### src/hw/cmac_mon_pkg.sv
package cmac_mon_pkg;

    localparam int CNT_W = 32;

    typedef logic [CNT_W-1:0] cnt_t;

    // One cycle of a MAC stream, data and keep not carried
    typedef struct packed {
        logic valid;
        logic ready;
        logic last;
        logic user;
    } axis_beat_t;

    typedef struct packed {
        logic idle;
        cnt_t pkt_cnt;
        cnt_t beat_cnt;
        cnt_t lost_beat_cnt;
        cnt_t bad_fcs_cnt;
        cnt_t max_pkt_beats;
    } rx_stats_t;

    typedef struct packed {
        logic idle;
        cnt_t pkt_cnt;
        cnt_t beat_cnt;
        cnt_t max_pkt_beats;
        cnt_t overflow_cnt;
        cnt_t underflow_cnt;
    } tx_stats_t;

    typedef enum logic [1:0] {
        LINK_DOWN     = 2'd0,
        LINK_UP       = 2'd1,
        LINK_DEGRADED = 2'd2,
        LINK_FAULT    = 2'd3
    } link_state_e;

    // Counters stick at all-ones
    function automatic cnt_t sat_inc(cnt_t value);
        return (value == '1) ? value : value + cnt_t'(1);
    endfunction

    function automatic cnt_t sat_add(cnt_t value, cnt_t delta);
        logic [CNT_W:0] sum;
        sum = {1'b0, value} + {1'b0, delta};
        return sum[CNT_W] ? '1 : sum[CNT_W-1:0];
    endfunction

endpackage

### src/hw/cmac_rx_monitor.sv
`timescale 1ns/1ps

module cmac_rx_monitor
    import cmac_mon_pkg::*;
(
    input  logic       gt_init_clk,
    input  logic       rst_n,
    input  axis_beat_t rx_beat,
    input  logic [2:0] bad_fcs,
    output rx_stats_t  rx_stats
);

    logic accepted;
    logic lost;
    cnt_t cur_pkt_beats;
    cnt_t pkt_beats;

    assign accepted = rx_beat.valid & rx_beat.ready;
    // Valid without ready means the MAC dropped the beat
    assign lost = rx_beat.valid & ~rx_beat.ready;

    // Size of the current packet including this beat
    assign pkt_beats = sat_inc(cur_pkt_beats);

    always_ff @(posedge gt_init_clk or negedge rst_n) begin
        if (!rst_n) begin
            cur_pkt_beats <= '0;
        end else if (accepted) begin
            if (rx_beat.last) begin
                cur_pkt_beats <= '0;
            end else begin
                cur_pkt_beats <= pkt_beats;
            end
        end
    end

    always_ff @(posedge gt_init_clk or negedge rst_n) begin
        if (!rst_n) begin
            rx_stats.idle          <= 1'b1;
            rx_stats.pkt_cnt       <= '0;
            rx_stats.beat_cnt      <= '0;
            rx_stats.lost_beat_cnt <= '0;
            rx_stats.bad_fcs_cnt   <= '0;
            rx_stats.max_pkt_beats <= '0;
        end else begin
            if (accepted) begin
                rx_stats.idle     <= rx_beat.last;
                rx_stats.beat_cnt <= sat_inc(rx_stats.beat_cnt);
            end
            if (accepted && rx_beat.last) begin
                rx_stats.pkt_cnt <= sat_inc(rx_stats.pkt_cnt);
                if (pkt_beats > rx_stats.max_pkt_beats) begin
                    rx_stats.max_pkt_beats <= pkt_beats;
                end
            end
            if (lost) begin
                rx_stats.lost_beat_cnt <= sat_inc(rx_stats.lost_beat_cnt);
            end
            // MAC reports several bad frames per cycle at most
            rx_stats.bad_fcs_cnt <= sat_add(rx_stats.bad_fcs_cnt, cnt_t'(bad_fcs));
        end
    end

    // Largest packet is always part of the beat total
    a_max_le_beats: assert property (
        @(posedge gt_init_clk) disable iff (!rst_n)
        rx_stats.max_pkt_beats <= rx_stats.beat_cnt
    ) else $error("rx max_pkt_beats above beat_cnt");

    a_no_unknown: assert property (
        @(posedge gt_init_clk) disable iff (!rst_n)
        !$isunknown(rx_stats)
    ) else $error("rx statistics unknown");

endmodule

### src/hw/cmac_tx_monitor.sv
`timescale 1ns/1ps

module cmac_tx_monitor
    import cmac_mon_pkg::*;
(
    input  logic       gt_init_clk,
    input  logic       rst_n,
    input  axis_beat_t tx_beat,
    input  logic       overflow,
    input  logic       underflow,
    output tx_stats_t  tx_stats
);

    logic accepted;
    cnt_t cur_pkt_beats;
    cnt_t pkt_beats;

    // Beats held off by ready are not sent yet
    assign accepted = tx_beat.valid & tx_beat.ready;
    assign pkt_beats = sat_inc(cur_pkt_beats);

    always_ff @(posedge gt_init_clk or negedge rst_n) begin
        if (!rst_n) begin
            cur_pkt_beats <= '0;
        end else if (accepted) begin
            if (tx_beat.last) begin
                cur_pkt_beats <= '0;
            end else begin
                cur_pkt_beats <= pkt_beats;
            end
        end
    end

    always_ff @(posedge gt_init_clk or negedge rst_n) begin
        if (!rst_n) begin
            tx_stats.idle          <= 1'b1;
            tx_stats.pkt_cnt       <= '0;
            tx_stats.beat_cnt      <= '0;
            tx_stats.max_pkt_beats <= '0;
            tx_stats.overflow_cnt  <= '0;
            tx_stats.underflow_cnt <= '0;
        end else begin
            if (accepted) begin
                tx_stats.idle     <= tx_beat.last;
                tx_stats.beat_cnt <= sat_inc(tx_stats.beat_cnt);
            end
            if (accepted && tx_beat.last) begin
                tx_stats.pkt_cnt <= sat_inc(tx_stats.pkt_cnt);
                if (pkt_beats > tx_stats.max_pkt_beats) begin
                    tx_stats.max_pkt_beats <= pkt_beats;
                end
            end
            // One count per MAC pulse
            if (overflow) begin
                tx_stats.overflow_cnt <= sat_inc(tx_stats.overflow_cnt);
            end
            if (underflow) begin
                tx_stats.underflow_cnt <= sat_inc(tx_stats.underflow_cnt);
            end
        end
    end

    // Every packet ends on a counted beat
    a_pkt_le_beats: assert property (
        @(posedge gt_init_clk) disable iff (!rst_n)
        tx_stats.pkt_cnt <= tx_stats.beat_cnt
    ) else $error("tx pkt_cnt above beat_cnt");

endmodule

### src/hw/link_status.sv
`timescale 1ns/1ps

module link_status
    import cmac_mon_pkg::*;
#(
    parameter int SYNC_STAGES = 3
) (
    input  logic        gt_init_clk,
    input  logic        rst_n,
    input  logic        rx_aligned,
    input  logic        qsfp_fault,
    input  rx_stats_t   rx_stats,
    input  tx_stats_t   tx_stats,
    output logic        aligned_indication,
    output logic        fault_indication,
    output link_state_e link_state,
    output logic        monitors_idle
);

    logic [SYNC_STAGES-1:0] aligned_sync;
    logic [SYNC_STAGES-1:0] fault_sync;
    logic                   error_seen;

    // Both levels come from outside this clock domain
    always_ff @(posedge gt_init_clk or negedge rst_n) begin
        if (!rst_n) begin
            aligned_sync <= '0;
            fault_sync   <= '0;
        end else begin
            aligned_sync <= {aligned_sync[SYNC_STAGES-2:0], rx_aligned};
            fault_sync   <= {fault_sync[SYNC_STAGES-2:0], qsfp_fault};
        end
    end

    assign aligned_indication = aligned_sync[SYNC_STAGES-1];
    assign fault_indication   = fault_sync[SYNC_STAGES-1];

    assign error_seen = (|rx_stats.lost_beat_cnt) | (|rx_stats.bad_fcs_cnt) |
                        (|tx_stats.overflow_cnt) | (|tx_stats.underflow_cnt);

    always_ff @(posedge gt_init_clk or negedge rst_n) begin
        if (!rst_n) begin
            link_state    <= LINK_DOWN;
            monitors_idle <= 1'b1;
        end else begin
            monitors_idle <= rx_stats.idle & tx_stats.idle;
            // Fault wins over everything else
            if (fault_indication) begin
                link_state <= LINK_FAULT;
            end else if (aligned_indication && error_seen) begin
                link_state <= LINK_DEGRADED;
            end else if (aligned_indication) begin
                link_state <= LINK_UP;
            end else begin
                link_state <= LINK_DOWN;
            end
        end
    end

    // State lags the synchronized fault by one register
    a_no_up_on_fault: assert property (
        @(posedge gt_init_clk) disable iff (!rst_n)
        fault_indication |=> link_state != LINK_UP
    ) else $error("link_state up while QSFP fault high");

endmodule

### src/hw/cmac_link_monitor.sv
`timescale 1ns/1ps

module cmac_link_monitor
    import cmac_mon_pkg::*;
#(
    parameter int SYNC_STAGES = 3
) (
    input  logic        gt_init_clk,
    input  logic        rst_n,
    input  axis_beat_t  rx_beat,
    input  axis_beat_t  tx_beat,
    input  logic [2:0]  rx_bad_fcs,
    input  logic        tx_overflow,
    input  logic        tx_underflow,
    input  logic        rx_aligned,
    input  logic        qsfp_fault,
    output rx_stats_t   rx_stats,
    output tx_stats_t   tx_stats,
    output link_state_e link_state,
    output logic        aligned_indication,
    output logic        fault_indication,
    output logic        monitors_idle
);

    cmac_rx_monitor u_rx_mon (
        .gt_init_clk (gt_init_clk),
        .rst_n       (rst_n),
        .rx_beat     (rx_beat),
        .bad_fcs     (rx_bad_fcs),
        .rx_stats    (rx_stats)
    );

    cmac_tx_monitor u_tx_mon (
        .gt_init_clk (gt_init_clk),
        .rst_n       (rst_n),
        .tx_beat     (tx_beat),
        .overflow    (tx_overflow),
        .underflow   (tx_underflow),
        .tx_stats    (tx_stats)
    );

    // Combines both monitors with the QSFP and alignment levels
    link_status #(
        .SYNC_STAGES (SYNC_STAGES)
    ) u_link_status (
        .gt_init_clk        (gt_init_clk),
        .rst_n              (rst_n),
        .rx_aligned         (rx_aligned),
        .qsfp_fault         (qsfp_fault),
        .rx_stats           (rx_stats),
        .tx_stats           (tx_stats),
        .aligned_indication (aligned_indication),
        .fault_indication   (fault_indication),
        .link_state         (link_state),
        .monitors_idle      (monitors_idle)
    );

endmodule

### config.mk
export PLATFORM = sky130hd
export DESIGN_NAME = cmac_link_monitor
export DESIGN_NICKNAME = d
export VERILOG_FILES = /design/src/hw/cmac_mon_pkg.sv /design/src/hw/cmac_rx_monitor.sv /design/src/hw/cmac_tx_monitor.sv /design/src/hw/link_status.sv /design/src/hw/cmac_link_monitor.sv
export SDC_FILE = /design/constraint.sdc
export NUM_CORES = 1
export LEC_CHECK = 0
export BUFFER_PORTS_ARGS = -buffer_cell sky130_fd_sc_hd__buf_2
export CAP_MARGIN = 40
export CORE_ASPECT_RATIO = 0.8
export CORE_UTILIZATION = 57
export DETAILED_ROUTE_END_ITERATION = 10
export HOLD_SLACK_MARGIN = 0.02
export PLACE_DENSITY = 0.83
export SLEW_MARGIN = 10
export SYNTH_ARGS = -nofsm -noshare
export SYNTH_HDL_FRONTEND = slang
export SYNTH_SLANG_ARGS = --single-unit
### constraint.sdc
create_clock -name gt_init_clk -period 5 [get_ports gt_init_clk]
set_clock_uncertainty 0.15 [all_clocks]
set_input_delay 0.25 -clock gt_init_clk [delete_from_list [all_inputs] [get_ports gt_init_clk]]
set_output_delay 0.25 -clock gt_init_clk [all_outputs]
set_load 0.1 [all_outputs]
### After elaboration in Yosys (flattened, before gate mapping)

Index checks and enable logic that the tools add are counted.

* input port bits: 17
* output and inout bits: 327
* logic and storage cells: 78
* register bits: 395

* muxes and demuxes: 8
* eq/ne operators: 9
* add/sub/neg operators: 10
* $lt $le $gt $ge: 2
* reduce and logical (&&, ||, !) cells: 16
* bitwise gates (word level): 15

Operators by type and width (number)
* adder 32 x 1 -> 32 bit, second input constant: 9
* == test 32 bit, second input constant: 9
* two-way mux 32 bit: 5
* OR reduction 32 bit: 4
* > comparator 32 bit: 2
* adder 32 x 3 -> 33 bit: 1
* AND reduction 2 bit: 9
* NOT 1 bit: 8
* bitwise AND 1 bit: 4
* two-way mux 2 bit: 2
* logical AND 1 bit: 3
* bitwise OR 1 bit: 3
* two-way mux 1 bit: 1

### Longest topological paths before layout

* depth after elaboration: 7
* gate-level depth with buffers: 16
* mapped depth without buffers: 13

### Cells and area by module

A second synthesis with hierarchy kept.

* cells, all modules: 2034
* area, all modules: 20883.8 um^2

By module, submodules not included
* cmac_tx_monitor: area each 10216.0 um^2, times used 1, cells each 987
* cmac_rx_monitor: area each 10133.5 um^2, times used 1, cells each 992
* link_status: area each 534.3 um^2, times used 1, cells each 55

### Worst setup path before layout

Ideal clock, no wire load.

* path kind: register to register
* from: register u_rx_mon.cur_pkt_beats[0]
* to: register, netlist name u_rx_mon.rx_stats[22]
* path slack: 0.815 ns
* library setup time: 0.126 ns
* path buffers: 1
* data required time: 4.724 ns
* cell stages (with the launch flop): 14
* period minus slack after synthesis: 4.185 ns
* arrival: 3.909 ns
* cell sequence: dfrtp_1 -> ha_1 -> nand4_1 -> nor4_1 -> nand2_2 -> mux2_2 -> ha_1 -> nor2b_1 -> o211ai_1 -> a2111oi_0 -> or4_1 -> a31oi_1 -> buf_2 -> mux2_2

* cells in the longest elaborated chain, start to end: 4

Ends and longest elaborated chain
* start: declaration: line cmac_rx_monitor.sv:15 `cnt_t cur_pkt_beats;`
* start signal: assignment: line cmac_rx_monitor.sv:32 `cur_pkt_beats <= pkt_beats;`
* adder 32 x 1 -> 32 bit or == test 32 bit (tied branches): line cmac_mon_pkg.sv:42 `return (value == '1) ? value : value + cnt_t'(1);`
* two-way mux 32 bit (*): line cmac_mon_pkg.sv:42
* net u_rx_mon.pkt_beats[1]: line cmac_rx_monitor.sv:16 `cnt_t pkt_beats;`
* > comparator 32 bit (*): line cmac_rx_monitor.sv:52 `if (pkt_beats > rx_stats.max_pkt_beats) begin`
* AND reduction 2 bit (no source line) (*)

The timed path passes the listed nets; every way through them passes the cells marked *.
A chain may end at the register's enable or synchronous reset.

### Worst setup path after layout

* from: register u_tx_mon.cur_pkt_beats[0]
* to: register, netlist name u_tx_mon.tx_stats[74]

* cells in the longest elaborated chain, start to end: 4

Ends and longest elaborated chain
* start: declaration: line cmac_tx_monitor.sv:15 `cnt_t cur_pkt_beats;`
* start signal: assignment: line cmac_tx_monitor.sv:29 `cur_pkt_beats <= pkt_beats;`
* adder 32 x 1 -> 32 bit or == test 32 bit (tied branches): line cmac_mon_pkg.sv:42
* two-way mux 32 bit (*): line cmac_mon_pkg.sv:42
* net u_tx_mon.pkt_beats[14]: line cmac_tx_monitor.sv:16 `cnt_t pkt_beats;`
* > comparator 32 bit (*): line cmac_tx_monitor.sv:49 `if (pkt_beats > tx_stats.max_pkt_beats) begin`
* AND reduction 2 bit (no source line) (*)

Marked as above.

==> results.md <==
* Status: finished, final reports clean
* Setup_tns at 0 ps
* Sequential share of the synthesized area at 47.49%
* Rel. slew slack at between 30% and 40%
* Share of the synthesized area in the top cell type at 47.11%
* Critical-path maximum fanout at 24
* DR pass1 iterations at 6
* HPWL Detailed at around 40 mm
* Worst vdd ir at around 0.9 mV
* Post-Synthesis Cells at 2,046
* Critical Path Sink Type: register
* Row cnt at 62
* Max incr delay on CP at around 600 ps
* Worst endpoint data arrival time at 4930 ps
* Mean routed wirelength per cell at 19.18 um
* Initial DRC Count at 2,049
* CP max stage cell: nor4_1
* Worst slack, placed at around 440 ps
* WS Path Type: register to register
* Routed Wire Length at around 56 mm
* Largest net degree at the start of global routing at around 130
* Delay-heaviest family, CP: simple AND/OR/NAND/NOR gates
* Worst Max-Slew Pin Slew at just over 900 ps
* Worst setup SP type: register
* F_max at approximately 210 MHz
* Area Growth Syn to Fin at 17.86%
* Die Width at 215.7 um
* RR Startpoint: u_tx_mon.cur_pkt_beats[0]
* GPL Wtd Cong at around 0.96
* Most frequent cell after synthesis: dfrtp_1
* CTS tree: built
* RSZ-0062 raised after global routing: no
* Share of cells above drive strength 1 at between 20% and 30%
* Vias in the first global route at 17,180
* DR vias at 17,790
* Max-cap viol count at 0
* Initial antenna violation count at 0
* Clock Latency Late Sink at 540 ps
* Final setup margin at approximately 340 ps
* Final ANT Viol Nets at 0
* Top cells by area, synth: dfrtp_1 47%, xnor2_1 8.4%, ha_1 4.7%
* Worst hold start: rx_bad_fcs[2]
* CTS H-tree lvls at 2
* Final worst path period share at 93.22%
* Yosys cell types at around 70
* CTS clk-pin slew, worst paths at 60 ps
* Initial Util at between 50% and 60%
* CTS root buf: clkbuf_16
* Dpl cells at roughly 2,800
* Overflow after GRT at 0
* Post-synth top cells: 392 x dfrtp_1, 200 x xnor2_1, 181 x nand2_1
* Pleak at approximately 12 nW
* CTS Buf Count at 40
* IO Count at roughly 340
* Layout net count at approximately 2,500
* Global-route wire length before repair at ~90 mm
* Filler cell count at approximately 2,600
* Post_cts resized at 0
* Syn_nets at roughly 2,100
* Flip-flop and latch count after synthesis at slightly below 400
* Worst path cell trace: ha_1, and3_1, nand2_1, or4_1, buf_4, nand4_1, xnor2_1, ha_1, nand4_1, nor4_1, a21oi_1, o31a_1, a31oi_4, buf_4, mux2_2
* Final Hold Vio Count at 0
* Largest area contributor in the netlist: dfrtp_1
* Synthesized area at approximately 21,000 um2
* Avg Vias per Cell at just over 6
* # DRC at 0
* Number of setup violations in the final report at 0
* CP Launch Point: u_tx_mon.cur_pkt_beats[0]
* Req. time, crit path at about 5300 ps
* Pins Over Slew Limit at 0
* Die footprint at between 30,000 and 40,000 um2
* Asr flop ratio synth at between 90% and 100%
* Worst Path Buf+Inv at 2
* Die Height at about 170 um
* Synth warnings at 0
* Clock sinks at slightly below 400
* Minimum clock period at 4661 ps
* HP Class: primary input to register
* Core Area at about 36,000 um2
* Post-synth EDFFs at 0
* ANT cells at 0
* Port bufs at about 340
* Non-filler cells, final at 2,908
* Final Util at approximately 68%
* Global-route usage over all layers at 29.62%
* PD cells at 424.8 nW/um2
* Prevailing post-synth register cell: dfrtp_1
* CTS Buffer Depth at 3
* Mapped Avg Cell Area at a little over 10 um2
[stage by stage]
stage / total power [mW] / hold WS (ps) / cell area [um2]
finish: 10.42 / 101.7 / 24540
floorplan: 6.602 / -195.6 / 20820
global placement: 7.324 / 155.9 / 23110
global route: 10.78 / 107.7 / 24540
CTS: 10.46 / 62.30 / 24540
detailed placement: 7.427 / 168.4 / 23180
[flip-flops by register name, summed over array words and instances, names as in the netlist]
signal	flops
u_rx_mon.rx_stats	161
u_tx_mon.tx_stats	161
u_link_status.monitors_idle	1
u_rx_mon.cur_pkt_beats	32
u_tx_mon.cur_pkt_beats	32
u_link_status.link_state	2
u_link_status.aligned_sync	3
u_link_status.fault_sync	3
[tightest hold or removal path: cells and delay by family]
kind                     cells  cell delay [ps]
AO/OA/AOI/OAI                1              160
buffers and inverters        1               80
adder cells (fa/ha/maj)      1              160
AND/OR/NAND/NOR              1               60
[layout by cell type, fill, tap and decap left out, types with 33 or more instances in the layout]
master,synthesis,final
clkbuf_16,0,41
dfrtp_1,392,392
xor2_1,93,93
a21oi_1,56,56
xnor2_1,200,200
ha_1,79,79
and3_1,45,45
and4_1,33,33
inv_1,101,101
nor4_1,60,60
nand2_1,181,181
nor3_1,35,35
mux2_2,69,69
nor2_1,107,107
nand4_1,117,117
buf_2,19,340
o21ai_0,61,61
nand3_1,133,133
[layout make-up]
| cell class | instances | area, um2 | area share [%] |
|---|---|---|---|
| inverters | 101 | 379.1 | 1.545 |
| repair buffers | 374 | 2043 | 8.325 |
| well taps | 480 | 600.6 | 2.447 |
| flip-flops and latches | 395 | 9888 | 40.29 |
| clock buffers | 59 | 1174 | 4.782 |
| multi-input cells | 1492 | 10340 | 42.15 |
| clock inverters | 7 | 113.9 | 0.4639 |
[report_power, final]
| part | internal (mW) | leakage [nW] | switching (mW) |
|---|---|---|---|
| sequential | 3.48 | 5.32 | 0.387 |
| combinational | 0.706 | 6.04 | 2.83 |
| clock | 1.77 | 0.633 | 1.25 |
[final timing paths]
| kind | slack (ps) | depth (start not counted) | end |
|---|---|---|---|
| hold / removal | 100 | 4 | u_rx_mon.rx_stats[34] |
| max in group asynchronous | 3290 | 3 | u_rx_mon.rx_stats[102] |
| setup / recovery | 340 | 15 | u_tx_mon.tx_stats[74] |
| hold reg to reg | 200 | 0 | u_link_status.aligned_sync[2] |
| setup reg to reg | 340 | 15 | u_tx_mon.tx_stats[74] |
| min in group asynchronous | 170 | 2 | u_tx_mon.tx_stats[50] |
[what timing repair did]
item	4_1_cts	5_1_grt
hold buffers	7	0
endpoints found under the hold margin	97	0
setup buffers	0	0
[cells by family after synthesis]
| family | after synthesis | share of synthesized area, % |
|---|---|---|
| and+or+nand+nor | 807 | 20.71 |
| buffers and inverters | 159 | 3.022 |
| DFF | 395 | 47.49 |
| adders and majority gates | 80 | 4.843 |
| AOI/OAI and AO/OA | 236 | 7.481 |
| xor gates and xnor gates | 295 | 12.48 |
| muxes | 74 | 3.978 |
[routing by layer]
metal / track usage [%] / part of all wire, % / vias to the layer above
met5: 0 / 0 / -
met4: 10.93 / 3.6 / 0
met3: 5.418 / 8.5 / 124
met2: 47.00 / 46 / 835
met1: 40.72 / 42 / 8774
li1: - / - / 8057
Power figures use the tool's default switching activity.
